`config.mk`:
```
export PLATFORM = sky130hd
export DESIGN_NAME = mf_window_ctrl
export DESIGN_NICKNAME = d
export VERILOG_FILES = /design/src/design/mf_pkg.sv /design/src/design/mf_window_ctrl.sv
export SDC_FILE = /design/constraint.sdc
export NUM_CORES = 1
export LEC_CHECK = 0
export BUFFER_PORTS_ARGS = -buffer_cell sky130_fd_sc_hd__buf_2
export CELL_PAD_IN_SITES_DETAIL_PLACEMENT = 0
export CELL_PAD_IN_SITES_GLOBAL_PLACEMENT = 1
export CORE_MARGIN = 2
export CORE_UTILIZATION = 42
export CTS_CLUSTER_SIZE = 30
export DETAILED_ROUTE_END_ITERATION = 8
export PLACE_DENSITY_LB_ADDON = 0.1
export SLEW_MARGIN = 25
export SYNTH_ARGS = -nofsm -noshare
export SYNTH_HDL_FRONTEND = slang
export SYNTH_SLANG_ARGS = --single-unit
export TNS_END_PERCENT = 20
```
`constraint.sdc`:
```
create_clock -name CLK -period 6.4 [get_ports CLK]
set_input_delay 0 -clock CLK [delete_from_list [all_inputs] [get_ports CLK]]
set_output_delay 0 -clock CLK [all_outputs]
set_load 0.05 [all_outputs]
```
`src/design/mf_pkg.sv`:
```
`default_nettype none

package mf_pkg;

    localparam int PIX_W       = 8;
    localparam int MAX_DIM     = 32;
    localparam int COORD_W     = 6;
    localparam int PIX_ADDR_W  = 10;
    localparam int APB_ADDR_W  = 12;
    localparam int APB_DATA_W  = 32;

    // Region select lives in PADDR[11:10]
    localparam logic [1:0] REGION_IN  = 2'd0;
    localparam logic [1:0] REGION_REG = 2'd1;
    localparam logic [1:0] REGION_OUT = 2'd2;

    localparam logic [PIX_ADDR_W-1:0] REG_CTRL   = 10'd0;
    localparam logic [PIX_ADDR_W-1:0] REG_WIDTH  = 10'd1;
    localparam logic [PIX_ADDR_W-1:0] REG_HEIGHT = 10'd2;
    localparam logic [PIX_ADDR_W-1:0] REG_STATUS = 10'd3;

    localparam int WIN_TAPS    = 9;
    localparam int TAP_W       = 4;
    localparam int MEDIAN_TAP  = 4;
    localparam int SORT_PHASES = 9;

    typedef logic [PIX_W-1:0]      pixel_t;
    typedef logic [COORD_W-1:0]    coord_t;
    typedef logic [PIX_ADDR_W-1:0] pix_addr_t;
    typedef logic [TAP_W-1:0]      tap_t;
    typedef logic [APB_ADDR_W-1:0] apb_addr_t;
    typedef logic [APB_DATA_W-1:0] apb_data_t;

    // Slot 0 is the upper-left neighbour, row by row
    typedef logic [WIN_TAPS-1:0][PIX_W-1:0] window_t;

    typedef struct packed {
        logic      sel;
        logic      enable;
        logic      write;
        apb_addr_t addr;
        apb_data_t wdata;
    } apb_req_t;

    typedef struct packed {
        logic      en;
        logic      we;
        pix_addr_t addr;
        pixel_t    wdata;
    } ram_port_t;

    typedef struct packed {
        coord_t width;
        coord_t height;
    } img_cfg_t;

    typedef enum logic [1:0] {
        S_IDLE,
        S_FETCH,
        S_SORT,
        S_WRITE
    } ctrl_state_t;

endpackage

`default_nettype wire

```
`src/design/mf_window_ctrl.sv`:
```
`timescale 1ns/1ps
`default_nettype none

module mf_window_ctrl (
    input  wire                     CLK,
    input  wire                     RST,
    input  wire mf_pkg::img_cfg_t   cfg_i,
    input  wire                     start_i,
    input  wire mf_pkg::pixel_t     in_rdata_i,
    input  wire                     sort_valid_i,
    input  wire mf_pkg::pixel_t     median_i,
    output logic                    busy_o,
    output logic                    done_o,
    output mf_pkg::ram_port_t       in_port_o,
    output mf_pkg::ram_port_t       out_port_o,
    output logic                    sort_start_o,
    output mf_pkg::window_t         window_o
);

    mf_pkg::ctrl_state_t  state_r;
    mf_pkg::coord_t       row_r;
    mf_pkg::coord_t       col_r;
    mf_pkg::coord_t       last_row;
    mf_pkg::coord_t       last_col;
    mf_pkg::tap_t         tap_r;
    mf_pkg::tap_t         tap_d_r;
    mf_pkg::pix_addr_t    row_base_r;
    mf_pkg::pix_addr_t    width_ext;
    mf_pkg::pix_addr_t    nb_row_addr;
    mf_pkg::pix_addr_t    nb_addr;
    logic [1:0]           tap_row;
    logic [1:0]           tap_col;
    logic                 pad;
    logic                 pad_d_r;
    logic                 cap_valid_r;
    logic                 last_pix;
    mf_pkg::window_t      window_r;

    assign last_row  = cfg_i.height - mf_pkg::coord_t'(1);
    assign last_col  = cfg_i.width - mf_pkg::coord_t'(1);
    assign width_ext = mf_pkg::pix_addr_t'(cfg_i.width);
    assign last_pix  = (row_r == last_row) && (col_r == last_col);

    // Tap position inside the 3x3 window
    assign tap_row = 2'(tap_r / 4'd3);
    assign tap_col = 2'(tap_r % 4'd3);

    assign pad = (tap_row == 2'd0 && row_r == '0) ||
                 (tap_row == 2'd2 && row_r == last_row) ||
                 (tap_col == 2'd0 && col_r == '0) ||
                 (tap_col == 2'd2 && col_r == last_col);

    always_comb begin
        case (tap_row)
            2'd0:    nb_row_addr = row_base_r - width_ext;
            2'd2:    nb_row_addr = row_base_r + width_ext;
            default: nb_row_addr = row_base_r;
        endcase
    end

    // Wraps for padded taps, but those never reach the memory
    assign nb_addr = nb_row_addr + mf_pkg::pix_addr_t'(col_r) +
                     mf_pkg::pix_addr_t'(tap_col) - mf_pkg::pix_addr_t'(1);

    always_ff @(posedge CLK or negedge RST) begin
        if (!RST) begin
            state_r    <= mf_pkg::S_IDLE;
            row_r      <= '0;
            col_r      <= '0;
            tap_r      <= '0;
            row_base_r <= '0;
        end
        else begin
            case (state_r)
                mf_pkg::S_IDLE: begin
                    if (start_i) begin
                        row_r      <= '0;
                        col_r      <= '0;
                        tap_r      <= '0;
                        row_base_r <= '0;
                        state_r    <= mf_pkg::S_FETCH;
                    end
                end
                mf_pkg::S_FETCH: begin
                    if (tap_r == mf_pkg::tap_t'(mf_pkg::WIN_TAPS - 1)) begin
                        tap_r   <= '0;
                        state_r <= mf_pkg::S_SORT;
                    end
                    else begin
                        tap_r <= tap_r + mf_pkg::tap_t'(1);
                    end
                end
                mf_pkg::S_SORT: begin
                    if (sort_valid_i) begin
                        state_r <= mf_pkg::S_WRITE;
                    end
                end
                mf_pkg::S_WRITE: begin
                    if (last_pix) begin
                        state_r <= mf_pkg::S_IDLE;
                    end
                    else if (col_r == last_col) begin
                        col_r      <= '0;
                        row_r      <= row_r + mf_pkg::coord_t'(1);
                        row_base_r <= row_base_r + width_ext;
                        state_r    <= mf_pkg::S_FETCH;
                    end
                    else begin
                        col_r   <= col_r + mf_pkg::coord_t'(1);
                        state_r <= mf_pkg::S_FETCH;
                    end
                end
                default: state_r <= mf_pkg::S_IDLE;
            endcase
        end
    end

    // Read data lands one cycle after the tap was issued
    always_ff @(posedge CLK or negedge RST) begin
        if (!RST) begin
            cap_valid_r  <= 1'b0;
            tap_d_r      <= '0;
            pad_d_r      <= 1'b0;
            sort_start_o <= 1'b0;
        end
        else begin
            cap_valid_r  <= (state_r == mf_pkg::S_FETCH);
            tap_d_r      <= tap_r;
            pad_d_r      <= pad;
            sort_start_o <= cap_valid_r && (tap_d_r == mf_pkg::tap_t'(mf_pkg::WIN_TAPS - 1));
        end
    end

    always_ff @(posedge CLK) begin
        if (cap_valid_r) begin
            window_r[tap_d_r] <= pad_d_r ? '0 : in_rdata_i;
        end
    end

    assign window_o = window_r;
    assign busy_o   = (state_r != mf_pkg::S_IDLE);
    assign done_o   = (state_r == mf_pkg::S_WRITE) && last_pix;

    assign in_port_o  = '{en:    (state_r == mf_pkg::S_FETCH) && !pad,
                          we:    1'b0,
                          addr:  nb_addr,
                          wdata: '0};
    assign out_port_o = '{en:    (state_r == mf_pkg::S_WRITE),
                          we:    (state_r == mf_pkg::S_WRITE),
                          addr:  row_base_r + mf_pkg::pix_addr_t'(col_r),
                          wdata: median_i};

endmodule

`default_nettype wire

```
==> results.md <==
- Outcome: completed
- Pre-antenna DRT Iters: 4
- Reg2reg setup slack: 2.95 ns
- Initial DRC Count: 426
- Final instance area: 7350 µm²
- Post-route ant nets: 0
- Post-CTS Repair Setup Buffers: 0
- GRT Total Usage: 19.7%
- EDFF count, synth: 72
- Clock root buffer: clkbuf_16
- TritonCTS Sinks: 107
- Cell variety after synth: 70
- Final HPWL DP: 12200 µm
- Place WS: 0.715 ns
- Initial core utilization: 43.3%
- Antenna cells: 0
- Slew Limit Headroom: 34.7%
- Max Cap Viol: 0
- Number of port buffers: 121
- Initial antenna violation count: 0
- Final nets: 785
- Cell Rows: 44
- Seq/Total Area, Yosys: 48.1%
- Flops & latches, synth: 107
- Upper clock frequency limit: 168 MHz
- Final worst setup slack: 0.464 ns
- Area of placed instances: 7000 µm²
- IO Count: 147
- FFs w/ async S/R, synth: 32.7%
- Routed vias: 4757
- Top_reg_cell synth: edfxtp_1
- Worst r2r src: tap_r[2]
- Largest net degree at the start of global routing: 36
- WHS Path Cells: 0
- Vias in the first global route: 4746
- Mean Syn Cell Area: 10.9 µm²
- Yosys warns: 0
- Drt total wl: 15700 µm
- Start point of the critical path: tap_r[2]
- Final TNS setup: 0 ns
- H-Tree Depth: 3
- Layout area overhead: 16.4%
- Final period utilization: 92.7%
- Total CTS buffers: 9
- Clock period minus worst slack: 5.94 ns
- HP Class: in -> out
- DR vias/cell: 5.41
- Die area: 16000 µm²
- TritonCTS clock tree: yes
- Avg WL per Cell: 17.8 µm
- Critical-path maximum fanout: 10
- Reg clk slew, reported paths: 0.07 ns
- Cell count of the worst reg-to-reg path: 14
- Fin. Hold Viols: 0
- Die height: 127 µm
- Max Root-Sink Buffers: 2
- Crit path required time: 6.40 ns
- Synth Cell Area: 6320 µm²
- Fillers: 1323
- Clock skew: 0.0115 ns
- Endpoints failing setup: 0
- Slew @ Worst Pin: 0.967 ns
- RSZ-0062 raised after global routing: no
- Detailed-route DRC error count: 0
- Max-slew violation count: 0
- Synth Instances: 582
- Clk_lat worst skew: 0.36 ns
- GP Congestion: 0.948
- CP endpoint kind: output port
- Die X: 127 µm
- WP data arrival: 5.94 ns
- Gr ovfl total: 0
- HP Start: median_i[6]
- Crit start category: flop
- Reg-to-Reg End: pad_d_r
- Critical path class: reg -> out
- Hold Path Sink: out_port_o[6]
- Share of post-route cells with drive strength above 1: 23.4%
- Global-route wire length before repair: 24600 µm
- Core area: 14600 µm²
-- what timing repair did --
item,in CTS,in global routing
setup endpoints to repair,0,1
resized for setup,0,4
hold endpoints to repair,35,0
hold buffers,1,0
-- layout make-up --
type	count	area, µm²	area share (%)
sequential	107	3040	41.3
multi-input combinational	392	2920	39.6
timing repair buffer	125	638	8.68
tap	184	230	3.13
clock buffer	9	225	3.06
inverter	56	210	2.86
clock inverter	7	93.8	1.28
-- synth_stat cells, types with 2 or more instances --
cell | number | area [µm²]
a21o_1 | 8 | 60.1
a21oi_1 | 28 | 140
a221oi_1 | 3 | 26.3
a22oi_1 | 2 | 15.0
a31oi_1 | 5 | 31.3
and3_1 | 3 | 18.8
buf_2 | 4 | 20.0
buf_4 | 19 | 143
buf_6 | 2 | 22.5
clkbuf_1 | 10 | 37.5
dfrtp_1 | 35 | 876
edfxtp_1 | 72 | 2160
fa_1 | 5 | 100
ha_1 | 57 | 713
inv_1 | 56 | 210
mux2_2 | 2 | 22.5
mux2i_1 | 2 | 20.0
nand2_1 | 38 | 143
nand2b_1 | 12 | 75.1
nand3_1 | 15 | 75.1
nand3b_1 | 4 | 30.0
nand4_1 | 8 | 50.1
nor2_1 | 28 | 105
nor2b_1 | 14 | 87.6
nor3_1 | 13 | 65.1
nor4_1 | 5 | 31.3
o211ai_1 | 3 | 22.5
o21a_1 | 2 | 15.0
o21ai_0 | 31 | 155
o21bai_1 | 4 | 30.0
o22ai_1 | 5 | 31.3
o311ai_0 | 3 | 26.3
o32ai_1 | 2 | 17.5
o41ai_1 | 2 | 17.5
or3_1 | 5 | 31.3
or3b_2 | 2 | 17.5
xnor2_1 | 31 | 272
xor2_1 | 10 | 87.6
-- metrics by stage --
| step | instances | hold slack [ns] | util (%) |
|---|---|---|---|
| floorplan | 590 | -0.296 | - |
| global placement | 863 | 0.000341 | 47.9 |
| detailed placement | 863 | 0.000341 | 48.0 |
| CTS | 880 | 0.000341 | 50.2 |
| global route | 880 | 0.0000871 | 50.4 |
| finish | 880 | 0.0000407 | 50.4 |
-- placed cells by master (no fill, tap or decap), types with 3 or more instances in the layout --
| master | instances |
|---|---|
| nand3b_1 | 4 |
| nor2_1 | 28 |
| a31oi_1 | 4 |
| buf_4 | 3 |
| buf_2 | 121 |
| nor3_1 | 9 |
| xor2_1 | 10 |
| and3_1 | 3 |
| clkbuf_16 | 9 |
| nand4_1 | 8 |
| a21o_1 | 8 |
| edfxtp_1 | 72 |
| dfrtp_1 | 33 |
| nor4_1 | 5 |
| or3_1 | 5 |
| nor2b_1 | 14 |
| a221oi_1 | 3 |
| xnor2_1 | 31 |
| a21oi_1 | 28 |
| nand2b_1 | 12 |
| nand3_1 | 15 |
| o21bai_1 | 4 |
| conb_1 | 9 |
| o22ai_1 | 5 |
| inv_1 | 56 |
| nand2_1 | 38 |
| o311ai_0 | 3 |
| o211ai_1 | 3 |
| nor3_2 | 4 |
| o21ai_0 | 31 |
| ha_1 | 56 |
| fa_1 | 5 |
-- registers in the layout, indices dropped and copies added, names as in the netlist --
register,count
state_r,2
row_base_r,10
tap_r,4
cap_valid_r,1
row_r,6
pad_d_r,1
window_o,72
tap_d_r,4
col_r,6
sort_start_o,1
-- worst max path at each step --
stage,to,cells after the start
2_1_floorplan,in_port_o[17],25
6_report,in_port_o[17],25
3_3_place_gp,in_port_o[17],26
4_1_cts,in_port_o[17],26
3_5_place_dp,in_port_o[17],26
5_1_grt,in_port_o[17],25
-- cell families after synthesis --
family | count (synthesis) | share of synthesized area (%)
AOI/OAI and AO/OA | 117 | 12.2
xor gates and xnor gates | 42 | 6.06
adders and majority gates | 62 | 12.9
buffers and inverters | 91 | 6.85
DFF | 107 | 48.1
muxes | 4 | 0.673
other | 1 | 0.0594
and+or+nand+nor | 158 | 13.2
-- per-layer routing --
metal | share of wire (%) | routed length (µm) | up-vias | track usage, %
met1 | 44 | 6890 | 2295 | 24.9
met2 | 48 | 7550 | 164 | 33.4
met4 | 2.9 | 450 | 0 | 8.14
li1 | - | - | 2268 | -
met5 | 0 | 0 | - | 0
met3 | 5.2 | 815 | 30 | 3.50
-- critical path, cell delays in order, from the launching register on --
cell,delay (ns)
dfrtp_2,0.46
nor2b_1,0.15
ha_1,0.17
inv_1,0.05
ha_1,0.21
o21ai_2,0.12
xnor2_1,0.19
ha_1,0.28
or3b_2,0.52
nand2b_1,0.32
o32a_1,0.23
o21ai_0,0.09
ha_1,0.28
fa_1,0.48
inv_1,0.07
ha_1,0.17
inv_1,0.06
fa_1,0.40
inv_1,0.07
a21o_1,0.12
a41o_1,0.19
nor4_1,0.05
nor3_1,0.21
xor3_1,0.26
xnor2_1,0.14
buf_2,0.28
Power is not shown: default switching activity piles up to over one toggle a cycle in this logic, so the estimate is an artifact.
