$ cat src/design/mf_pkg.sv
`default_nettype none

package mf_pkg;

    localparam int PIX_W       = 8;
    localparam int MAX_DIM     = 32;
    localparam int COORD_W     = 6;
    localparam int PIX_ADDR_W  = 10;
    localparam int APB_ADDR_W  = 12;
    localparam int APB_DATA_W  = 32;

    // Region select lives in PADDR[11:10]
    localparam logic [1:0] REGION_IN  = 2'd0;
    localparam logic [1:0] REGION_REG = 2'd1;
    localparam logic [1:0] REGION_OUT = 2'd2;

    localparam logic [PIX_ADDR_W-1:0] REG_CTRL   = 10'd0;
    localparam logic [PIX_ADDR_W-1:0] REG_WIDTH  = 10'd1;
    localparam logic [PIX_ADDR_W-1:0] REG_HEIGHT = 10'd2;
    localparam logic [PIX_ADDR_W-1:0] REG_STATUS = 10'd3;

    localparam int WIN_TAPS    = 9;
    localparam int TAP_W       = 4;
    localparam int MEDIAN_TAP  = 4;
    localparam int SORT_PHASES = 9;

    typedef logic [PIX_W-1:0]      pixel_t;
    typedef logic [COORD_W-1:0]    coord_t;
    typedef logic [PIX_ADDR_W-1:0] pix_addr_t;
    typedef logic [TAP_W-1:0]      tap_t;
    typedef logic [APB_ADDR_W-1:0] apb_addr_t;
    typedef logic [APB_DATA_W-1:0] apb_data_t;

    // Slot 0 is the upper-left neighbour, row by row
    typedef logic [WIN_TAPS-1:0][PIX_W-1:0] window_t;

    typedef struct packed {
        logic      sel;
        logic      enable;
        logic      write;
        apb_addr_t addr;
        apb_data_t wdata;
    } apb_req_t;

    typedef struct packed {
        logic      en;
        logic      we;
        pix_addr_t addr;
        pixel_t    wdata;
    } ram_port_t;

    typedef struct packed {
        coord_t width;
        coord_t height;
    } img_cfg_t;

    typedef enum logic [1:0] {
        S_IDLE,
        S_FETCH,
        S_SORT,
        S_WRITE
    } ctrl_state_t;

endpackage

`default_nettype wire

$ cat src/design/mf_apb_regs.sv
`timescale 1ns/1ps
`default_nettype none

module mf_apb_regs (
    input  wire                     CLK,
    input  wire                     RST,
    input  wire mf_pkg::apb_req_t   req_i,
    input  wire                     busy_i,
    input  wire                     done_i,
    input  wire mf_pkg::pixel_t     in_rdata_i,
    input  wire mf_pkg::pixel_t     out_rdata_i,
    output mf_pkg::apb_data_t       prdata_o,
    output logic                    pready_o,
    output logic                    pslverr_o,
    output mf_pkg::img_cfg_t        cfg_o,
    output logic                    start_o,
    output mf_pkg::ram_port_t       host_in_o,
    output mf_pkg::ram_port_t       host_out_o
);

    logic               setup;
    logic               access;
    logic               reg_wr;
    logic               host_ok;
    logic [1:0]         region;
    mf_pkg::pix_addr_t  offset;
    logic [1:0]         pend_region_r;
    logic               pend_err_r;
    logic               done_r;
    mf_pkg::coord_t     width_r;
    mf_pkg::coord_t     height_r;
    mf_pkg::apb_data_t  reg_rdata;

    assign setup   = req_i.sel && !req_i.enable;
    assign access  = req_i.sel && req_i.enable;
    assign region  = req_i.addr[mf_pkg::APB_ADDR_W-1 -: 2];
    assign offset  = req_i.addr[mf_pkg::PIX_ADDR_W-1:0];
    assign reg_wr  = access && req_i.write && (region == mf_pkg::REGION_REG);
    assign host_ok = setup && !busy_i;

    always_ff @(posedge CLK or negedge RST) begin
        if (!RST) begin
            pend_region_r <= mf_pkg::REGION_IN;
            pend_err_r    <= 1'b0;
            start_o       <= 1'b0;
            done_r        <= 1'b0;
            width_r       <= '0;
            height_r      <= '0;
        end
        else begin
            // Decide source and error at setup so the access phase stays consistent
            if (setup) begin
                pend_region_r <= region;
                pend_err_r    <= busy_i && (region == mf_pkg::REGION_IN ||
                                            region == mf_pkg::REGION_OUT);
            end
            start_o <= reg_wr && (offset == mf_pkg::REG_CTRL) && req_i.wdata[0] && !busy_i;
            if (reg_wr && !busy_i) begin
                if (offset == mf_pkg::REG_WIDTH) begin
                    width_r <= req_i.wdata[mf_pkg::COORD_W-1:0];
                end
                if (offset == mf_pkg::REG_HEIGHT) begin
                    height_r <= req_i.wdata[mf_pkg::COORD_W-1:0];
                end
            end
            if (start_o) begin
                done_r <= 1'b0;
            end
            else if (done_i) begin
                done_r <= 1'b1;
            end
        end
    end

    always_comb begin
        case (offset)
            mf_pkg::REG_WIDTH:  reg_rdata = mf_pkg::apb_data_t'(width_r);
            mf_pkg::REG_HEIGHT: reg_rdata = mf_pkg::apb_data_t'(height_r);
            mf_pkg::REG_STATUS: reg_rdata = mf_pkg::apb_data_t'({busy_i, done_r});
            default:            reg_rdata = '0;
        endcase
    end

    always_comb begin
        case (pend_region_r)
            mf_pkg::REGION_IN:  prdata_o = mf_pkg::apb_data_t'(in_rdata_i);
            mf_pkg::REGION_OUT: prdata_o = mf_pkg::apb_data_t'(out_rdata_i);
            mf_pkg::REGION_REG: prdata_o = reg_rdata;
            default:            prdata_o = '0;
        endcase
        if (pend_err_r) begin
            prdata_o = '0;
        end
    end

    assign pready_o  = 1'b1;
    assign pslverr_o = access && pend_err_r;
    assign cfg_o     = '{width: width_r, height: height_r};

    assign host_in_o  = '{en:    host_ok && (region == mf_pkg::REGION_IN),
                          we:    req_i.write,
                          addr:  offset,
                          wdata: req_i.wdata[mf_pkg::PIX_W-1:0]};
    assign host_out_o = '{en:    host_ok && (region == mf_pkg::REGION_OUT),
                          we:    req_i.write,
                          addr:  offset,
                          wdata: req_i.wdata[mf_pkg::PIX_W-1:0]};

endmodule

`default_nettype wire

$ cat config.mk
export PLATFORM = sky130hd
export DESIGN_NAME = mf_apb_regs
export DESIGN_NICKNAME = d
export VERILOG_FILES = /design/src/design/mf_pkg.sv /design/src/design/mf_apb_regs.sv
export SDC_FILE = /design/constraint.sdc
export NUM_CORES = 1
export LEC_CHECK = 0
export BUFFER_PORTS_ARGS = -buffer_cell sky130_fd_sc_hd__buf_2
export CAP_MARGIN = 5
export CORE_ASPECT_RATIO = 0.8
export CORE_UTILIZATION = 32
export DETAILED_ROUTE_END_ITERATION = 16
export MAX_ROUTING_LAYER = met4
export PLACE_DENSITY_LB_ADDON = 0.1
export SLEW_MARGIN = 40
export SYNTH_ARGS = -nofsm -noshare
export SYNTH_HDL_FRONTEND = slang
export SYNTH_SLANG_ARGS = --single-unit
export TNS_END_PERCENT = 10
$ cat constraint.sdc
create_clock -name CLK -period 1.52 [get_ports CLK]
set_input_delay 0.152 -clock CLK [delete_from_list [all_inputs] [get_ports CLK]]
set_output_delay 0.152 -clock CLK [all_outputs]
set_load 0.01 [all_outputs]
==> results.md, run 1 <==
- Root Driver: clkbuf_8
- DPL Wire Length: 2899 um
- CP arrival: 1.80 ns
- Largest net degree at the start of global routing: 18
- PwrDens: 630.2 nW/um^2
- Largest area contributor in the netlist: buf_4
- DIE WIDTH: 78.43 um
- Vias in the first global route: 1057
- CTS tree: built
- Cell Area, Placed: 1887 um^2
- RSZ-0062 raised after global routing: yes
- # setup viols final: 10
- Synth Instances: 149
- Layout cell share with drive strength beyond 1: 65.94%
- Layout Utilization: 45.95%
- Worst-case clock buffer depth: 2
- Critical R2R Capture: pend_region_r[1]
- Hold path cells: 3
- Failing checks: setup timing
- Slowest stage delay, CP: 0.60 ns
- Core area: 4335 um^2
- Post-layout worst setup margin: -0.4353 ns
- Sequential share of the synthesized area: 28.45%
- # nets final: 297
- R2R Setup Slk: 0.57 ns
- WL met2: 1695 um
- Slowest cell on crit path: or4_4
- Crit-path cells: or2b_4 > or4_4 > o22ai_4 > buf_2
- Total CTS buffers: 3
- Worst setup EP type: primary output
- Max Slew Vio Count: 0
- WL met3: 288 um
- Share of the synthesized area in the top cell type: 31.63%
- Clock sinks: 17
- Mean Syn Cell Area: 10.03 um^2
- Post-route cell area: 1992 um^2
- CP Launch Type: register
- H-tree Lvls: 1
- GRT Total Usage: 14.05%
- Drt first pass iters: 4
- M1 WL: 1444 um
- Worst hold path startpoint: done_i
- WHS: 0.1226 ns
- Max Used Layer: met4
- Vias/cell: 4.367
- Post-placement setup slack: -0.3818 ns
- Layout area overhead: 33.22%
- Mapped Area: 1495 um^2
- Worst-Skew Late Latency: 0.24 ns
- Synth area leaders: buf_4 32%, dfrtp_1 28%, mux2_2 13%
- Required @ worst endpoint: 1.37 ns
- Routed Antenna Nets: 0
- Total wire length: 3436 um
- Starting Density: 34.49%
- Status: finished, violations left
- PnR Total Power: 1255 uW
- DR vias: 1249
- Synth warnings: 0
- LEAKAGE: 0.001092 uW
- Routed len/inst: 12.01 um
- Worst-path clk slew: 0.06 ns
- Clk_skew: 0.00005584 ns
- Register-to-Register Path Depth: 2
- Starting DRT DRC Count: 13
- Site Rows: 21
- Number of synthesized register bits: 17
- Final hold viol count: 0
- GRT Residual Overflow: 0
- # Max-Cap Violations: 0
- Post-route minimum period: 1.955 ns
- Crit Reg-Reg Startpoint: pend_region_r[1]
- Hold EP: done_r
- Yosys cell types: 26
- Die Height: 63.14 um
- Remaining DRCs: 0
- Setup Crit Path Kind: reg -> out
- Antenna violations before repair: 0
- HP Class: in -> reg
- Max IR drop VDD: 0.4158 mV
- First-pass GRT wire length: 5278 um
- IO Port Bufs: 98
- I/O pin total: 154
- CP max FO: 6
- Antenna Cells: 0
- GP Congestion: 0.7582
- Tcrit/Tclk final: 128.6%
- Max Freq: 0.5114 GHz
- Die ar.: 4952 um^2
[how the worst max path moves through the flow]
stage	startpoint	end	slack [ns]	cells after the start
after floorplan	req_i[35]	prdata_o[0]	-0.18	4
after global placement	req_i[40]	prdata_o[2]	-0.36	5
after detailed placement	req_i[40]	prdata_o[1]	-0.38	5
after CTS	pend_err_r	prdata_o[1]	-0.46	4
after global routing	pend_err_r	prdata_o[1]	-0.51	4
final	pend_err_r	prdata_o[1]	-0.44	4
[power breakdown]
part / internal [uW] / leakage [uW] / switching, uW / total, uW
sequential: 464 / 0.000227 / 5.25 / 469
clock: 186 / 0.0000228 / 137 / 323
combinational: 226 / 0.000842 / 237 / 463
total: 876 / 0.00109 / 380 / 1260
[Yosys cell counts, drive strengths merged]
cell type	number
or4	3
nor4	3
nand4b	3
clkbuf	1
nor4b	1
o22ai	6
nor2b	4
nand4bb	1
buf	65
nor2	5
conb	2
mux2	17
or2	1
or2b	1
or4bb	1
nor3	1
and3	1
mux2i	8
nand2b	1
dfrtp	17
a22oi	6
and4b	1
[registers in the layout (all words and copies together) (netlist names)]
name,flops
height_r,6
width_r,6
pend_region_r,2
done_r,1
pend_err_r,1
start_o,1
[area by class of cell]
cell class / count / area [um^2]
Clock buffer: 4 / 45.04
Multi-Input combinational cell: 89 / 769.5
Fill cell: 454 / 2344
Tap cell: 57 / 71.32
Sequential cell: 17 / 425.4
Timing Repair Buffer: 119 / 680.7
[logic make-up (layout without fill, tap and decap cells)]
logic type | after synthesis | count (layout) | synth area share [%]
AOI/OAI and AO/OA | 12 | 12 | 5.523
other | 2 | 25 | 0.5023
DFF | 17 | 17 | 28.45
buffers and inverters | 66 | 123 | 32.47
muxes | 25 | 25 | 18.16
and+or+nand+nor | 27 | 27 | 14.90
[metal layers]
layer  vias to the layer above  track usage (%)
met5                         -                -
met4                         0            2.083
met1                       571            17.96
li1                        597                -
met3                         3            3.333
met2                        78            23.03
[cell usage in the layout (no fill, tap or decap), types with 2 or more instances in the layout]
cell type   n
buf_2      95
conb_1     25
dfrtp_1    17
buf_4      17
mux2_2     15
mux2i_1     8
a22oi_1     6
o22ai_4     6
buf_6       6
nor2_1      5
nor2b_1     4
or4_4       3
nand4b_1    3
clkbuf_8    3
nor4_4      2
mux2_4      2
[stage by stage]
stage	setup TNS (ns)	cells
global placement	-6.333	280
CTS	-2.679	286
global route	-2.877	286
finish	-2.482	286
floorplan	-2.544	172
detailed placement	-6.579	280
[what timing repair did]
| action | in CTS | in global routing |
|---|---|---|
| buffers inserted | 1 | 0 |
| hold endpoints to repair | 17 | 0 |
| gates resized for setup | 6 | 4 |
| pin swaps | 5 | 3 |
| endpoints found under the setup margin | 20 | 20 |
| hold buffers | 1 | 0 |
[worst max-delay path, delay by kind of cell, from the launching register on]
family	cells	cell delay (ns)
buf+inv	1	0.15
simple gates	2	0.84
flops	1	0.37
compound gates	1	0.20
(Power assumes the default switching activity.)
==> inputs of run 2 (changes only) <==
Settings changed: ABC_AREA from default to 1, CORE_UTILIZATION 32 to 33.
==> results.md, run 2 <==
- Number of synthesized register bits: 17
- PwrDens: 623.0 nW/um^2
- DIE WIDTH: 79.34 um
- Setup Buffers After CTS: 0
- Remaining DRCs: 0
- Mapped Area: 1579 um^2
- Commonest cells after routing, fill and taps aside: 98 x buf_2, 28 x nand2_1, 25 x conb_1
- Layout cell share with drive strength beyond 1: 46.38%
- RSZ-0062 raised after global routing: yes
- Setup TNS: -0.03130 ns
- Layout area overhead: 17.35%
- Post-route minimum period: 1.533 ns
- Clk_skew: 0.00008890 ns
- GRT Total Usage: 14.36%
- Vias/cell: 4.086
- Worst-Skew Late Latency: 0.25 ns
- Status: finished, violations left
- Net switching power: 368.3 uW
- Slowest stage delay, CP: 0.40 ns
- Worst-path clk slew: 0.06 ns
- R2R Setup Slk: 0.61 ns
- # nets final: 344
- GRT Residual Overflow: 0
- Count leader, synth: buf_4
- Worst-case clock buffer depth: 2
- Die ar.: 5067 um^2
- Largest area contributor in the netlist: buf_4
- Tcrit/Tclk final: 100.9%
- Total wire length: 3452 um
- Number of synthesized flops with an enable pin: 0
- Total CTS buffers: 3
- Failing checks: setup timing
- Starting DRT DRC Count: 50
- Synth area leaders: buf_4 30%, dfrtp_1 27%, nand2_1 6.9%
- Yosys cell types: 20
- Worst setup path endpoint: prdata_o[0]
- Stages on worst setup path: 6
- Required @ worst endpoint: 1.37 ns
- Crit-path cells: nor2_2 > buf_6 > a22o_1 > inv_1 > a21oi_2 > buf_2
- Synth cell count leaders: 63 x buf_4, 29 x nand2_1, 23 x inv_1
- Worst Path Buf+Inv: 3
- Mean Syn Cell Area: 7.519 um^2
- Final hold viol count: 0
- # setup viols final: 4
- Routed len/inst: 10.27 um
- Core area: 4597 um^2
- Die Height: 63.87 um
- Layout Utilization: 40.31%
- Antenna violations before repair: 0
- I/O pin total: 154
- Max Freq: 0.6523 GHz
- Routed Antenna Nets: 0
- Drt first pass iters: 4
- HP Class: in -> reg
- Largest net degree at the start of global routing: 18
- CP arrival: 1.38 ns
- CP Launch Point: pend_region_r[0]
- Sequential share of the synthesized area: 26.94%
- Antenna Cells: 0
- Vias in the first global route: 1105
- LEAKAGE: 0.001093 uW
- CTS tree: built
- Post-layout worst setup margin: -0.01298 ns
- Register-to-Register Path Depth: 2
- Root Driver: clkbuf_8
- First-pass GRT wire length: 5395 um
- Synth Instances: 210
- Share of the synthesized area in the top cell type: 29.95%
- Crit-path leading delay family: flip-flops
- IO Port Bufs: 98
- Net Sw Frac: 31.90%
- GP Congestion: 0.8461
- Critical R2R Capture: pend_err_r
- Setup Crit Path Kind: reg -> out
- Worst setup EP type: primary output
- CP max FO: 6
- Synth warnings: 0
- DR vias: 1373
- Site Rows: 22
- Sequential share of power: 41.4%
- H-tree Lvls: 1
- Largest registers: height_r: 6 flops, width_r: 6 flops, pend_region_r: 2 flops
- Commonest non-fill, non-tap cell in the layout: buf_2
- DPL Wire Length: 2913 um
- Comb pwr share: 29.8%
- Clock sinks: 17
- Synth Flop Type: dfrtp_1
- Starting Density: 34.35%
- # Max-Cap Violations: 0
- Crit Reg-Reg Startpoint: pend_err_r
- Max IR drop VDD: 0.3335 mV
- Max Slew Vio Count: 0
- Async SR Flop Fraction: 100.0%
- Int Pwr: 786.1 uW
- Slowest cell on crit path: dfrtp_1
- Clock share of power: 28.8%
- CP Launch Type: register
## run 2: cell types whose count changed after synthesis, moves of 7 or more
| cell | before | now |
|---|---|---|
| nor2_1 | 5 | 16 |
| inv_1 | 0 | 23 |
| mux2i_1 | 8 | 0 |
| nand2_1 | 0 | 29 |
| a21oi_1 | 0 | 7 |
| mux2_2 | 17 | 0 |
| nand3_1 | 0 | 16 |
## run 2: per-layer routing
layer / wire, um / vias to the layer above / share of wire (%) / global-route usage [%]
li1: - / 715 / - / -
met4: 24 / 0 / 0.70 / 3.409
met5: 0 / - / 0 / -
met3: 248 / 2 / 7.2 / 3.429
met1: 1638 / 586 / 47 / 19.69
met2: 1541 / 70 / 45 / 21.23
## run 2: metrics by stage
| stage | instance area (um^2) | setup WS, ns | std cells | hold slack, ns | power (uW) |
|---|---|---|---|---|---|
| 3_3_place_gp | 1785 | 0.07338 | 331 | 0.1004 | 825.7 |
| 6_report | 1853 | -0.01298 | 336 | 0.1096 | 1154 |
| 3_5_place_dp | 1785 | 0.08459 | 331 | 0.1032 | 824.9 |
| 5_1_grt | 1853 | -0.1221 | 336 | 0.1510 | 1234 |
| 2_1_floorplan | 1665 | 0.2930 | 233 | -0.1436 | 771.2 |
| 4_1_cts | 1851 | -0.02098 | 336 | 0.1062 | 1174 |
## run 2: worst min-delay path by stage
stage / start / to / slack, ns / cells past startpoint
CTS: done_i / done_r / 0.11 / 3
global route: done_i / done_r / 0.15 / 3
finish: done_i / done_r / 0.11 / 3
detailed placement: RST / height_r[2] / 0.10 / 1
floorplan: RST / done_r / -0.14 / 0
global placement: RST / height_r[2] / 0.10 / 1
## run 2: logic make-up after synthesis
kind of cell / after synthesis / share of synthesized area (%)
compound gates: 29 / 12.60
buf+inv: 90 / 37.80
flops: 17 / 26.94
other cells: 2 / 0.4756
simple gates: 72 / 22.19
## run 2: layout make-up
cell class / instances / area (um^2)
clock inverters: 1 / 5.005
clock buffers: 3 / 41.29
flip-flops and latches: 17 / 425.4
multi-input cells: 126 / 648.1
fillers: 496 / 2744
well taps: 60 / 75.07
repair buffers: 106 / 569.3
inverters: 23 / 88.84
## run 2: worst min-delay path, stage by stage
cell and delay, ns:
buf_2 0.07, nor2_1 0.03, nor2_1 0.07
## run 2: power groups by stage
stage               Sequential (uW)  Clock, uW  Combinational, uW
floorplan                       475          0                296
global placement                484          0                341
detailed placement              484          0                341
CTS                             477        349                349
global route                    480        370                385
finish                          478        332                344
## run 2: what timing repair did
action | 4_1_cts | 5_1_grt
setup endpoints to repair | 6 | 7
pin swaps | 4 | 2
hold buffers | 1 | 0
resized for setup | 4 | 1
endpoints found under the hold margin | 17 | 0
==> inputs of run 3 (changes only) <==
Settings changed: CORE_UTILIZATION 33 to 34, CTS_BUF_LIST from default to sky130_fd_sc_hd__clkbuf_4.
==> results.md, run 3 (same netlist as run 2, synthesis figures left out) <==
- Status: finished, violations left
- Failing checks: setup timing
- Antenna Cells: 0
- Layout Utilization: 42.39%
- Tcrit/Tclk final: 105.7%
- # nets final: 342
- Setup TNS: -0.4095 ns
- R2R Setup Slk: 0.63 ns
- CTS tree: built
- Hold path cells: 3
- Required @ worst endpoint: 1.37 ns
- Worst-Skew Late Latency: 0.28 ns
- Total wire length: 3542 um
- # Max-Cap Violations: 0
- HP Class: in -> reg
- Total CTS buffers: 3
- Setup Crit Path Kind: reg -> out
- Worst-path clk slew: 0.10 ns
- LEAKAGE: 0.001075 uW
- Drt first pass iters: 4
- Remaining DRCs: 0
- Site Rows: 21
- Worst-case clock buffer depth: 2
- Layout cell share with drive strength beyond 1: 47.45%
- M2 GR Usage: 21.82%
- Met1 global-route usage: 18.33%
- Max IR drop VDD: 0.4286 mV
- First-pass GRT wire length: 5278 um
- I/O pin total: 154
- CP max FO: 7
- Routed Antenna Nets: 0
- Layout area overhead: 15.69%
- Commonest non-fill, non-tap cell in the layout: buf_2
- Register-to-Register Path Depth: 2
- H-tree Lvls: 1
- DPL Wire Length: 2931 um
- IO Port Bufs: 98
- Worst setup EP type: primary output
- Most Used Layer, Global Route: met2
- Final hold viol count: 0
- Grt met3 use: 3.650%
- RSZ-0062 raised after global routing: yes
- Clk_skew: 0.0002223 ns
- Max Slew Vio Count: 0
- Largest registers: height_r: 6 flops, width_r: 6 flops, pend_region_r: 2 flops
- Vias/cell: 4.239
- Die ar.: 4922 um^2
- GRT Residual Overflow: 0
- DR vias: 1403
- Root Driver: clkbuf_4
- Commonest cells after routing, fill and taps aside: 98 x buf_2, 28 x nand2_1, 25 x conb_1
- Starting Density: 36.64%
- Post-layout worst setup margin: -0.08716 ns
- PnR Total Power: 1083 uW
- Routed len/inst: 10.70 um
- Die Height: 62.96 um
- Post-route minimum period: 1.607 ns
- PwrDens: 592.7 nW/um^2
- GRT Total Usage: 13.92%
- Cell Area, Placed: 1759 um^2
- Core area: 4309 um^2
- WHS: 0.07890 ns
- Post-route cell area: 1827 um^2
- Max Freq: 0.6222 GHz
- DIE WIDTH: 78.19 um
- Largest net degree at the start of global routing: 18
- Clock sinks: 17
- GP Congestion: 0.6991
- Vias in the first global route: 1157
- Antenna violations before repair: 0
- CP arrival: 1.46 ns
- CP Launch Type: register
- Starting DRT DRC Count: 48
- # setup viols final: 6
-- run 3: per-layer routing --
metal / wire [um] / vias to the layer above
met1: 1606 / 617
li1: - / 713
met4: 12 / 0
met3: 272 / 2
met2: 1650 / 71
met5: 0 / -
-- run 3: where the power goes --
part | internal, uW | switching [uW] | leakage [uW] | total [uW]
Clock | 120 | 136 | 0.0000184 | 255
Combinational | 144 | 204 | 0.000830 | 349
Sequential | 462 | 17.2 | 0.000227 | 479
-- run 3: cell type report --
| type | count | area [um^2] |
|---|---|---|
| Fill cell | 492 | 2482 |
| Inverter | 23 | 88.84 |
| Tap cell | 57 | 71.32 |
| Clock buffer | 4 | 30.03 |
| Timing Repair Buffer | 104 | 554.3 |
| Sequential cell | 17 | 425.4 |
| Multi-Input combinational cell | 126 | 656.9 |
-- run 3: through the flow --
step,worst slack [ns],cells
final,-0.08716,331
after global placement,0.02332,325
after CTS,-0.08278,330
after global routing,-0.2081,331
after floorplan,0.2930,233
after detailed placement,0.04930,325
-- run 3: worst paths after layout --
check,start,end
worst min register to register,start_o,done_r
max in group asynchronous,RST,width_r[3]
worst max-delay path,pend_region_r[0],prdata_o[0]
worst max register to register,pend_err_r,pend_err_r
min in group asynchronous,RST,pend_region_r[1]
worst min-delay path,done_i,done_r
-- run 3: what timing repair did --
action                     in CTS  in global routing
buffers inserted                0                  1
hold endpoints to repair       17                  0
resized for setup               3                  6
hold buffers                    1                  0
setup endpoints to repair       8                  8
pin swaps                       4                  4
-- run 3: worst max-delay path, stage by stage, from the launching register on --
cell     delay (ns)
dfrtp_1        0.43
nor2_2         0.17
buf_6          0.15
a22o_1         0.14
inv_1          0.04
a21oi_2        0.10
buf_2          0.14
