--- config.mk ---
export PLATFORM = sky130hd
export DESIGN_NAME = mf_median9
export DESIGN_NICKNAME = d
export VERILOG_FILES = /design/src/design/mf_pkg.sv /design/src/design/mf_median9.sv
export SDC_FILE = /design/constraint.sdc
export NUM_CORES = 1
export LEC_CHECK = 0
export BUFFER_PORTS_ARGS = -buffer_cell sky130_fd_sc_hd__buf_2
export CAP_MARGIN = 5
export CELL_PAD_IN_SITES_DETAIL_PLACEMENT = 0
export CELL_PAD_IN_SITES_GLOBAL_PLACEMENT = 2
export CORE_ASPECT_RATIO = 1.25
export CORE_MARGIN = 8
export CORE_UTILIZATION = 33
export DETAILED_ROUTE_END_ITERATION = 8
export GPL_TIMING_DRIVEN = 0
export PLACE_DENSITY = 0.76
export SYNTH_ARGS = -nofsm -noshare
export SYNTH_HDL_FRONTEND = slang
export SYNTH_SLANG_ARGS = --single-unit
--- constraint.sdc ---
create_clock -name CLK -period 2.3 [get_ports CLK]
set_clock_uncertainty 0.15 [all_clocks]
set_input_delay 0.23 -clock CLK [delete_from_list [all_inputs] [get_ports CLK]]
set_output_delay 0.23 -clock CLK [all_outputs]
set_load 0.005 [all_outputs]
--- src/design/mf_pkg.sv ---
`default_nettype none

package mf_pkg;

    localparam int PIX_W       = 8;
    localparam int MAX_DIM     = 32;
    localparam int COORD_W     = 6;
    localparam int PIX_ADDR_W  = 10;
    localparam int APB_ADDR_W  = 12;
    localparam int APB_DATA_W  = 32;

    // Region select lives in PADDR[11:10]
    localparam logic [1:0] REGION_IN  = 2'd0;
    localparam logic [1:0] REGION_REG = 2'd1;
    localparam logic [1:0] REGION_OUT = 2'd2;

    localparam logic [PIX_ADDR_W-1:0] REG_CTRL   = 10'd0;
    localparam logic [PIX_ADDR_W-1:0] REG_WIDTH  = 10'd1;
    localparam logic [PIX_ADDR_W-1:0] REG_HEIGHT = 10'd2;
    localparam logic [PIX_ADDR_W-1:0] REG_STATUS = 10'd3;

    localparam int WIN_TAPS    = 9;
    localparam int TAP_W       = 4;
    localparam int MEDIAN_TAP  = 4;
    localparam int SORT_PHASES = 9;

    typedef logic [PIX_W-1:0]      pixel_t;
    typedef logic [COORD_W-1:0]    coord_t;
    typedef logic [PIX_ADDR_W-1:0] pix_addr_t;
    typedef logic [TAP_W-1:0]      tap_t;
    typedef logic [APB_ADDR_W-1:0] apb_addr_t;
    typedef logic [APB_DATA_W-1:0] apb_data_t;

    // Slot 0 is the upper-left neighbour, row by row
    typedef logic [WIN_TAPS-1:0][PIX_W-1:0] window_t;

    typedef struct packed {
        logic      sel;
        logic      enable;
        logic      write;
        apb_addr_t addr;
        apb_data_t wdata;
    } apb_req_t;

    typedef struct packed {
        logic      en;
        logic      we;
        pix_addr_t addr;
        pixel_t    wdata;
    } ram_port_t;

    typedef struct packed {
        coord_t width;
        coord_t height;
    } img_cfg_t;

    typedef enum logic [1:0] {
        S_IDLE,
        S_FETCH,
        S_SORT,
        S_WRITE
    } ctrl_state_t;

endpackage

`default_nettype wire

--- src/design/mf_median9.sv ---
`timescale 1ns/1ps
`default_nettype none

module mf_median9 (
    input  wire                     CLK,
    input  wire                     RST,
    input  wire                     start_i,
    input  wire mf_pkg::window_t    window_i,
    output logic                    valid_o,
    output mf_pkg::pixel_t          median_o
);

    mf_pkg::pixel_t  work_r [mf_pkg::WIN_TAPS];
    mf_pkg::pixel_t  nxt    [mf_pkg::WIN_TAPS];
    mf_pkg::tap_t    phase_r;
    logic            running_r;

    // Even phases swap pairs (0,1)..(6,7), odd phases (1,2)..(7,8)
    always_comb begin
        nxt = work_r;
        for (int i = 0; i < mf_pkg::WIN_TAPS - 1; i++) begin
            if ((i[0] == phase_r[0]) && (work_r[i] > work_r[i+1])) begin
                nxt[i]   = work_r[i+1];
                nxt[i+1] = work_r[i];
            end
        end
    end

    always_ff @(posedge CLK or negedge RST) begin
        if (!RST) begin
            running_r <= 1'b0;
            phase_r   <= '0;
        end
        else if (start_i) begin
            running_r <= 1'b1;
            phase_r   <= '0;
        end
        else if (running_r) begin
            if (valid_o) begin
                running_r <= 1'b0;
            end
            else begin
                phase_r <= phase_r + mf_pkg::tap_t'(1);
            end
        end
    end

    always_ff @(posedge CLK) begin
        if (start_i) begin
            for (int i = 0; i < mf_pkg::WIN_TAPS; i++) begin
                work_r[i] <= window_i[i];
            end
        end
        else if (running_r) begin
            work_r <= nxt;
        end
    end

    // A sorted set is unchanged by any phase, so the median holds after valid
    assign valid_o  = running_r && (phase_r == mf_pkg::tap_t'(mf_pkg::SORT_PHASES - 1));
    assign median_o = nxt[mf_pkg::MEDIAN_TAP];

endmodule

`default_nettype wire

==> results.sh, run 1 <==
export IMPL_netlist_cell_type_count=42
export IMPL_grt_pass1_wl_mm=29.2
export IMPL_max_slew_margin_rel_pct=47.3
export IMPL_portBuffers=82
export IMPL_power_internal_uw=8120
export IMPL_rr_endpoint="work_r[29]$_DFFE_PP_"
export IMPL_area_after_dpl_um2=6280
export IMPL_nets=903
export IMPL_layout_drive_gt1_share_pct=45.9
export IMPL_start_util_pct=33.3
export IMPL_clock_latency_ns=0.35
export IMPL_cell_count_after_placement=868
export IMPL_routed_wl_mm=20.0
export IMPL_synth_cell_area_um2=5540
export IMPL_die_width_um=132
export IMPL_syn_instance_count=566
export IMPL_min_path_type="primary input to flip-flop"
export IMPL_num_antenna_cells=0
export IMPL_register_to_register_path_setup_slack_ns=-0.37
export IMPL_clkSinkCount=77
export IMPL_timing_hold_violations_final=0
export IMPL_first_iter_violations=210
export IMPL_avgViaCountPerCell=5.21
export IMPL_ys_async_sr_fraction_pct=6.49
export IMPL_pin_count_of_the_biggest_net_entering_global_routing=12
export IMPL_tightestPinTransition_ns=0.790
export IMPL_postLayoutSetupSlackWorst_ns=-0.620
export IMPL_power_density_cell_area_nw_per_um2=1640
export IMPL_p_seq_share_pct=22.2
export IMPL_clkPwrFrac_pct=10.4
export IMPL_grt_usage_pct=18.0
export IMPL_timing_critical_path_fanout_max=8
export IMPL_syn_nets=707
export IMPL_power_switching_share_pct=40.6
export IMPL_final_count_of_pins_violating_max_slew=0
export IMPL_yosys_register_bits=77
export IMPL_worst_setup_path_endpoint="median_o[7]"
export IMPL_cts_htree_levels=3
export IMPL_net_switching_power_figure_uw=5560
export IMPL_worstSetupStartpoint="work_r[39]$_DFFE_PP_"
export IMPL_detail_route_wl_per_cell_um=20.3
export IMPL_combPwrFrac_pct=67.4
export IMPL_core_um2=16600
export IMPL_timing_final_setup_violations=72
export IMPL_rows=53
export IMPL_end_kind="output pin"
export IMPL_detail_route_drc_violations=0
export IMPL_cts_root_buf="clkbuf_16"
export IMPL_synth_enable_flop_cells=72
export IMPL_place_gp_congestion=0.901
export IMPL_drt_pass1_iter_count=5
export IMPL_antenna_violations_before_repair=0
export IMPL_antenna_left=0
export IMPL_failed_checks="negative setup slack"
export IMPL_half_perimeter_wire_length_after_detailed_placement_mm=14.1
export IMPL_ios=84
export IMPL_max_clock_path_buffers=2
export IMPL_leakagePower_uw=0.00366
export IMPL_cts_made_buffers=9
export IMPL_grt_remaining_overflow=0
export IMPL_r2r_worst_path_cells=13
export IMPL_fin_area_um2=8350
export IMPL_number_of_global_route_vias_before_repair=5310
export IMPL_path_clk_slew_ns=0.06
export IMPL_synth_warning_count=0
export IMPL_ir_drop_v=0.000534
export IMPL_synthToLayoutAreaGrowth_pct=50.8
export IMPL_worst_ep_arrival_time_ns=2.54
export IMPL_p_total_uw=13700
export IMPL_chipHeight_um=161
export IMPL_sequential_fraction_of_the_synthesis_area_pct=41.3
export IMPL_fin_crit_sh_pct=127
export IMPL_worstSetupStartpointType="flip-flop"
export IMPL_period_minus_slack_ns=2.92
export IMPL_worst_ep_required_time_ns=1.92
export IMPL_drv_max_cap_violation_count=0
export IMPL_criticalPathCategory="flip-flop to output pin"
export IMPL_vias=5145
export IMPL_critical_path_reg2reg_startpoint="work_r[34]$_DFFE_PP_"
export IMPL_fmax_mhz=342
export IMPL_rsz0062_at_grt="true"
export IMPL_synth_main_ff_cell="edfxtp_1"
export IMPL_tritoncts="built"
export IMPL_avgSynthCellArea_um2=9.78
export IMPL_dieArea_um2=21200
export IMPL_result_of_the_run="finished with violations"
export IMPL_count_of_placed_standard_cells_in_the_final_layout_fillers_left_out=987
## flip-flops by register name, summed over array words and instances (netlist names)
signal / flops
work_r: 72
running_r: 1
phase_r: 4
## placed cells by master, fill, tap and decap left out, drive strengths merged, types with 11 or more instances in the layout
master  count
buf       201
ha         66
clkbuf     28
inv        84
nor2       28
a21oi      55
o21ai      39
nand2      41
o21a       12
a221o      16
edfxtp     72
mux2i      23
nand4      11
a221oi     17
## kinds of logic after synthesis
kind of cell / Yosys count / synth area share [%]
muxes: 31 / 5.85
xor gates and xnor gates: 3 / 0.475
buffers and inverters: 120 / 9.27
DFF: 77 / 41.3
adders and majority gates: 66 / 14.9
and+or+nand+nor: 109 / 9.15
AOI/OAI and AO/OA: 160 / 19.0
## per-stage QoR
step                      hold WS [ns]  util [%]  worst slack (ns)  TNS [ns]
after floorplan                 -0.216         -           -0.0717   -0.0729
after global placement          -0.101      37.7            -0.466    -39.40
after detailed placement       -0.0976      37.7            -0.522    -42.19
after CTS                      0.00432      46.0            -0.614    -11.39
after global routing           0.00236      50.1            -0.658    -20.22
final                           0.0102      50.1            -0.620    -13.53
## what timing repair did
item                       in CTS  in global routing
gates cloned                    3                  3
pin swaps                      32                 50
setup endpoints to repair     135                129
setup buffers                  58                 42
hold buffers                    4                  0
gates resized for setup       121                 99
hold endpoints to repair        8                  0
## power by group through the flow
stage / clock, uW / sequential (uW) / combinational [uW]
2_1_floorplan: 0 / 2790 / 3770
3_3_place_gp: 0 / 3180 / 4920
3_5_place_dp: 0 / 3190 / 5050
4_1_cts: 1440 / 3000 / 7580
5_1_grt: 1490 / 3090 / 9970
6_report: 1420 / 3040 / 9220
## layout make-up
type,instances,area (um^2)
plain buffers,33,265
clock buffers,14,244
clock inverters,2,33.8
fillers,1524,8300
inverters,85,328
multi-input cells,370,3470
flip-flops and latches,77,2290
well taps,220,275
repair buffers,186,1440
## worst max-delay path: stages (launching register included)
cell and delay, ns:
edfxtp_1 0.46, inv_2 0.12, ha_4 0.21, a21oi_2 0.15, o21ai_1 0.10, o311a_1 0.30
buf_6 0.15, buf_8 0.13, mux2i_4 0.18, mux2i_4 0.18, buf_6 0.12, buf_6 0.08
## worst min-delay path by stage
stage	startpoint	to	slack [ns]	cells after the start
detailed placement	RST	phase_r[3]$_DFFE_PN0P_	-0.1	1
finish	window_i[63]	work_r[15]$_DFFE_PP_	0.01	2
global placement	RST	phase_r[3]$_DFFE_PN0P_	-0.10	1
floorplan	RST	phase_r[0]$_DFFE_PN0P_	-0.22	0
global route	window_i[63]	work_r[15]$_DFFE_PP_	0.002	2
CTS	window_i[63]	work_r[15]$_DFFE_PP_	0.004	2
## cell usage after synthesis (all sizes together), types with 14 or more instances
cell type | instances | area (um^2)
nor2 | 28 | 105
edfxtp | 72 | 2160
nand2 | 41 | 154
ha | 66 | 826
clkbuf | 14 | 52.6
a221oi | 17 | 149
o21ai | 39 | 195
a21oi | 55 | 283
a221o | 16 | 160
inv | 84 | 315
mux2i | 23 | 230
buf | 21 | 141
## layer usage
metal / up-vias / global-route usage, % / share of wire [%]
li1: 2467 / - / -
met4: 0 / 10.3 / 4.1
met1: 2488 / 19.7 / 40
met3: 47 / 3.25 / 3.4
met2: 143 / 32.0 / 53
met5: - / 0 / 0
(Power assumes the default switching activity.)
==> run 2: changes to the inputs <==
Settings changed: CORE_UTILIZATION 33 to 36, PLACE_DENSITY 0.76 to 0.79.
Clock period 2.3 ns to 2.75 ns, I/O delays scaled along.
==> results.sh, run 2 (synthesis results as in run 1) <==
export IMPL_result_of_the_run="finished with violations"
export IMPL_failed_checks="negative setup slack"
export IMPL_worst_ep_required_time_ns=2.33
export IMPL_chipHeight_um=155
export IMPL_postLayoutSetupSlackWorst_ns=-0.111
export IMPL_r2r_worst_path_cells=11
export IMPL_tns_ns=-0.620
export IMPL_nets=829
export IMPL_tritoncts="built"
export IMPL_layout_cells_most_common="buf_2"
export IMPL_cts_made_buffers=9
export IMPL_num_antenna_cells=0
export IMPL_nFillCells=1487
export IMPL_final_count_of_pins_violating_max_slew=0
export IMPL_largest_register_ff_count=72
export IMPL_area_after_dpl_um2=6170
export IMPL_fin_area_um2=6950
export IMPL_whs_path_depth=2
export IMPL_final_core_utilization_pct=46.3
export IMPL_cts_htree_levels=3
export IMPL_drt_pass1_iter_count=4
export IMPL_core_um2=15000
export IMPL_power_density_cell_area_nw_per_um2=1260
export IMPL_layout_drive_gt1_share_pct=27.7
export IMPL_timing_critical_path_fanout_max=6
export IMPL_tightestPinTransition_ns=0.872
export IMPL_clkSinkCount=77
export IMPL_rsz0062_at_grt="true"
export IMPL_timing_hold_violations_final=0
export IMPL_min_path_type="primary input to flip-flop"
export IMPL_first_iter_violations=232
export IMPL_preCtsSetupSlack_ns=-0.587
export IMPL_clock_latency_ns=0.35
export IMPL_detail_route_drc_violations=0
export IMPL_portBuffers=82
export IMPL_worstSetupStartpoint="work_r[39]$_DFFE_PP_"
export IMPL_grt_usage_pct=18.3
export IMPL_antenna_violations_before_repair=0
export IMPL_fmax_mhz=350
export IMPL_fin_crit_sh_pct=104
export IMPL_register_to_register_path_setup_slack_ns=0.06
export IMPL_ir_drop_v=0.000430
export IMPL_timing_final_setup_violations=8
export IMPL_rr_endpoint="work_r[41]$_DFFE_PP_"
export IMPL_largest_register="work_r"
export IMPL_layout_common_cells="buf_2 (86), inv_1 (75), edfxtp_1 (72)"
export IMPL_avgViaCountPerCell=5.34
export IMPL_worst_setup_path_endpoint="median_o[1]"
export IMPL_half_perimeter_wire_length_after_detailed_placement_mm=13.6
export IMPL_leakagePower_uw=0.00313
export IMPL_rows=50
export IMPL_max_clock_path_buffers=2
export IMPL_end_kind="output pin"
export IMPL_critical_path_max_stage_delay_ns=0.48
export IMPL_worst_ep_arrival_time_ns=2.44
export IMPL_critPathSlowestCell="edfxtp_1"
export IMPL_detail_route_wl_per_cell_um=20.1
export IMPL_crit_chain="inv_2, ha_4, a21oi_2, o21ai_1, o311a_1, buf_6, buf_6, mux2i_1, mux2i_1, buf_2"
export IMPL_place_gp_congestion=0.891
export IMPL_period_minus_slack_ns=2.86
export IMPL_start_util_pct=36.9
export IMPL_critical_path_reg2reg_startpoint="work_r[45]$_DFFE_PP_"
export IMPL_criticalPathCategory="flip-flop to output pin"
export IMPL_ios=84
export IMPL_worstSetupStartpointType="flip-flop"
export IMPL_regs_by_ff_count="work_r x72, phase_r x4, running_r x1"
export IMPL_vias=4675
export IMPL_cts_root_buf="clkbuf_16"
export IMPL_path_clk_slew_ns=0.06
export IMPL_dieArea_um2=19600
export IMPL_grt_remaining_overflow=0
export IMPL_grt_pass1_wl_mm=27.6
export IMPL_number_of_global_route_vias_before_repair=4955
export IMPL_die_width_um=127
export IMPL_antenna_left=0
export IMPL_pin_count_of_the_biggest_net_entering_global_routing=13
export IMPL_synthToLayoutAreaGrowth_pct=25.6
export IMPL_max_slew_margin_rel_pct=41.9
export IMPL_drv_max_cap_violation_count=0
export IMPL_routed_wl_mm=17.6
==> run 2: cell count changes in the layout (fill, tap and decap cells not counted), moves of 9 or more <==
| cell | delta |
|---|---|
| a21oi_1 | +12 |
| a21oi_2 | -11 |
| a221oi_1 | +13 |
| a221oi_2 | -13 |
| buf_2 | +10 |
| buf_4 | -44 |
| buf_6 | -22 |
| inv_1 | +10 |
| nor2_1 | +11 |
| o21ai_0 | +9 |
| o21ai_2 | -9 |
==> run 2: final cells by class <==
cell class	count	area, um^2	share of cell area [%]
multi-input combinational	369	2980	42.9
sequential	77	2290	32.9
timing repair buffer	119	706	10.2
inverter	85	319	4.59
clock buffer	12	246	3.55
tap	182	228	3.28
buffer	27	156	2.25
clock inverter	4	23.8	0.342
==> run 2: per-layer routing <==
layer  track usage [%]  vias up  routed length (um)
li1                  -     2307                   -
met1              21.4     2235                7370
met2              32.4      101                8970
met3              3.20       32                 762
met4              7.50        0                 495
met5                 0        -                   0
==> run 2: worst min path at each step <==
stage                            start                     end  slack (ns)
after floorplan                    RST  phase_r[0]$_DFFE_PN0P_       -0.17
after global placement             RST  phase_r[3]$_DFFE_PN0P_       -0.05
after detailed placement           RST  phase_r[3]$_DFFE_PN0P_       -0.05
after CTS                 window_i[58]    work_r[10]$_DFFE_PP_        0.04
after global routing      window_i[62]    work_r[14]$_DFFE_PP_        0.06
final                     window_i[58]    work_r[10]$_DFFE_PP_        0.05
==> run 2: what timing repair did <==
action | in CTS | in global routing
endpoints found under the setup margin | 40 | 52
hold endpoints to repair | 5 | 0
buffers inserted | 29 | 8
cloned | 0 | 0
pin swaps | 7 | 6
hold buffers | 1 | 0
resized for setup | 40 | 27
==> run 2: metrics by stage <==
| step | total power [uW] | hold WS, ns | cells |
|---|---|---|---|
| 2_1_floorplan | 5370 | -0.171 | 566 |
| 3_3_place_gp | 6610 | -0.0547 | 830 |
| 3_5_place_dp | 6710 | -0.0520 | 830 |
| 4_1_cts | 8400 | 0.0380 | 868 |
| 5_1_grt | 9480 | 0.0552 | 875 |
| 6_report | 8780 | 0.0471 | 875 |
==> run 2: critical path: cells and delay by family, from the launching register on <==
family,cells,cell delay (ns)
flip-flops,1,0.48
buffers and inverters,4,0.56
multiplexers,2,0.34
AO/OA/AOI/OAI,3,0.51
adder cells (fa/ha/maj),1,0.22
==> run 2: report_power, final <==
part	leakage [uW]	internal [uW]	total (uW)	switching, uW
sequential	0.000803	2020	2560	543
combinational	0.00219	2410	5090	2680
clock	0.000136	634	1130	497
total	0.00313	5070	8780	3720
==> run 3: changes to the inputs <==
Clock period 2.75 ns to 3.2 ns, I/O delays scaled along.
==> results.sh, run 3 (synthesis results as in run 1) <==
export IMPL_max_clock_path_buffers=2
export IMPL_first_iter_violations=244
export IMPL_postLayoutSetupSlackWorst_ns=0.0520
export IMPL_hp_start="window_i[58]"
export IMPL_vias=4507
export IMPL_route_top_layer_used="met4"
export IMPL_max_slew_margin_rel_pct=43.0
export IMPL_timing_critical_path_fanout_max=10
export IMPL_timing_hold_violations_final=0
export IMPL_clkSinkCount=77
export IMPL_worstSetupStartpointType="flip-flop"
export IMPL_critPathSlowestCell="edfxtp_1"
export IMPL_leakagePower_uw=0.00298
export IMPL_number_of_global_route_vias_before_repair=4793
export IMPL_num_antenna_cells=0
export IMPL_die_width_um=127
export IMPL_criticalPathCategory="flip-flop to output pin"
export IMPL_portBuffers=82
export IMPL_worst_ep_arrival_time_ns=2.68
export IMPL_worst_ep_required_time_ns=2.73
export IMPL_detail_route_wl_per_cell_um=20.0
export IMPL_critical_path_max_stage_delay_ns=0.48
export IMPL_register_to_register_path_setup_slack_ns=0.27
export IMPL_grt_remaining_overflow=0
export IMPL_crit_buf_inv=5
export IMPL_avgViaCountPerCell=5.29
export IMPL_p_total_uw=6840
export IMPL_detailroute_wirelength_met3_um=774
export IMPL_antenna_violations_before_repair=0
export IMPL_critical_path_reg2reg_startpoint="work_r[13]$_DFFE_PP_"
export IMPL_met1_length_mm=7.18
export IMPL_ir_drop_v=0.000332
export IMPL_tightestPinTransition_ns=0.855
export IMPL_critical_path_top_delay_family="buffers and inverters"
export IMPL_cts_htree_levels=3
export IMPL_period_minus_slack_ns=3.15
export IMPL_drv_max_cap_violation_count=0
export IMPL_nFillCells=1518
export IMPL_start_util_pct=36.9
export IMPL_rsz0062_at_grt="true"
export IMPL_crit_chain="inv_1, ha_4, a21oi_2, o21ai_1, o311a_1, buf_6, buf_8, mux2i_1, mux2i_4, buf_4, buf_2"
export IMPL_area_after_dpl_um2=6170
export IMPL_drt_pass1_iter_count=4
export IMPL_fin_crit_sh_pct=98.4
export IMPL_met2_wirelength_mm=8.68
export IMPL_fin_area_um2=6520
export IMPL_path_clk_slew_ns=0.06
export IMPL_rr_endpoint="work_r[6]$_DFFE_PP_"
export IMPL_rows=50
export IMPL_layout_common_cells="buf_2 (87), inv_1 (84), edfxtp_1 (72)"
export IMPL_detail_route_drc_violations=0
export IMPL_nets=806
export IMPL_final_count_of_pins_violating_max_slew=0
export IMPL_clock_latency_ns=0.35
export IMPL_antenna_left=0
export IMPL_place_gp_congestion=0.891
export IMPL_whs_path_depth=2
export IMPL_layout_cells_most_common="buf_2"
export IMPL_cts_root_buf="clkbuf_16"
export IMPL_timing_final_setup_violations=0
export IMPL_synthToLayoutAreaGrowth_pct=17.8
export IMPL_result_of_the_run="finished, final reports clean"
export IMPL_cts_made_buffers=9
export IMPL_power_density_cell_area_nw_per_um2=1050
export IMPL_grt_pass1_wl_mm=26.7
export IMPL_ios=84
export IMPL_largest_register="work_r"
export IMPL_pin_count_of_the_biggest_net_entering_global_routing=13
export IMPL_r2r_worst_path_cells=6
export IMPL_routed_wl_mm=17.0
export IMPL_layout_drive_gt1_share_pct=19.7
export IMPL_regs_by_ff_count="work_r x72, phase_r x4, running_r x1"
export IMPL_hold_path_end="work_r[10]$_DFFE_PP_"
export IMPL_dieArea_um2=19600
export IMPL_tritoncts="built"
export IMPL_fmax_mhz=318
export IMPL_half_perimeter_wire_length_after_detailed_placement_mm=13.6
export IMPL_largest_register_ff_count=72
export IMPL_end_kind="output pin"
export IMPL_chipHeight_um=155
export IMPL_preCtsSetupSlack_ns=-0.137
export IMPL_min_path_type="primary input to flip-flop"
export IMPL_grt_usage_pct=17.8
export IMPL_core_um2=15000
## run 3: cell types whose count changed in the layout (fill, tap and decap cells not counted), sizes merged
cell    previous run  this run
clkbuf            25        26
buf              132       108
## run 3: worst max-delay path by stage
stage | depth (start not counted) | end | startpoint
6_report | 11 | median_o[7] | work_r[39]$_DFFE_PP_
5_1_grt | 11 | median_o[7] | work_r[34]$_DFFE_PP_
4_1_cts | 11 | median_o[7] | work_r[25]$_DFFE_PP_
3_5_place_dp | 6 | work_r[6]$_DFFE_PP_ | work_r[13]$_DFFE_PP_
3_3_place_gp | 6 | work_r[5]$_DFFE_PP_ | work_r[13]$_DFFE_PP_
2_1_floorplan | 7 | work_r[0]$_DFFE_PP_ | work_r[9]$_DFFE_PP_
## run 3: area by class of cell
| type | instances | area (um^2) | area share (%) |
|---|---|---|---|
| buffer | 35 | 195 | 2.99 |
| sequential | 77 | 2290 | 35.1 |
| timing repair buffer | 88 | 458 | 7.02 |
| clock inverter | 4 | 23.8 | 0.365 |
| clock buffer | 12 | 246 | 3.78 |
| multi-input combinational | 369 | 2760 | 42.4 |
| tap | 182 | 228 | 3.49 |
| inverter | 85 | 319 | 4.89 |
## run 3: repair_timing
item	in CTS	in global routing
hold endpoints to repair	5	0
gates cloned	0	0
setup endpoints to repair	9	12
resized for setup	2	5
hold buffers	1	0
setup buffers	0	5
## run 3: routing by layer
layer	vias to the layer above	track usage, %
li1	2257	-
met1	2115	21.2
met2	107	31.1
met3	28	2.92
met4	0	7.27
met5	-	0
## run 3: metrics by stage
step                util (%)  cells  setup TNS, ns  hold slack (ns)
finish                  43.4    852              0           0.0902
global route            43.4    852        -0.0763            0.100
CTS                     43.0    847              0           0.0830
detailed placement      41.1    830          -1.09         -0.00703
global placement        41.1    830         -0.852         -0.00972
floorplan                  -    566              0           -0.126
## run 3: power by group
part | total, uW | leakage, uW | internal [uW] | switching [uW]
Combinational | 3640 | 0.00204 | 1650 | 2000
Sequential | 2210 | 0.000803 | 1740 | 477
Clock | 979 | 0.000136 | 545 | 434
## run 3: worst reg2reg max path: stages, from the launching register on
cell	delay [ns]
edfxtp_1	0.42
ha_1	0.33
a21oi_1	0.07
o21ai_0	0.33
o21ai_1	0.28
clkbuf_1	0.30
o21ai_1	0.69
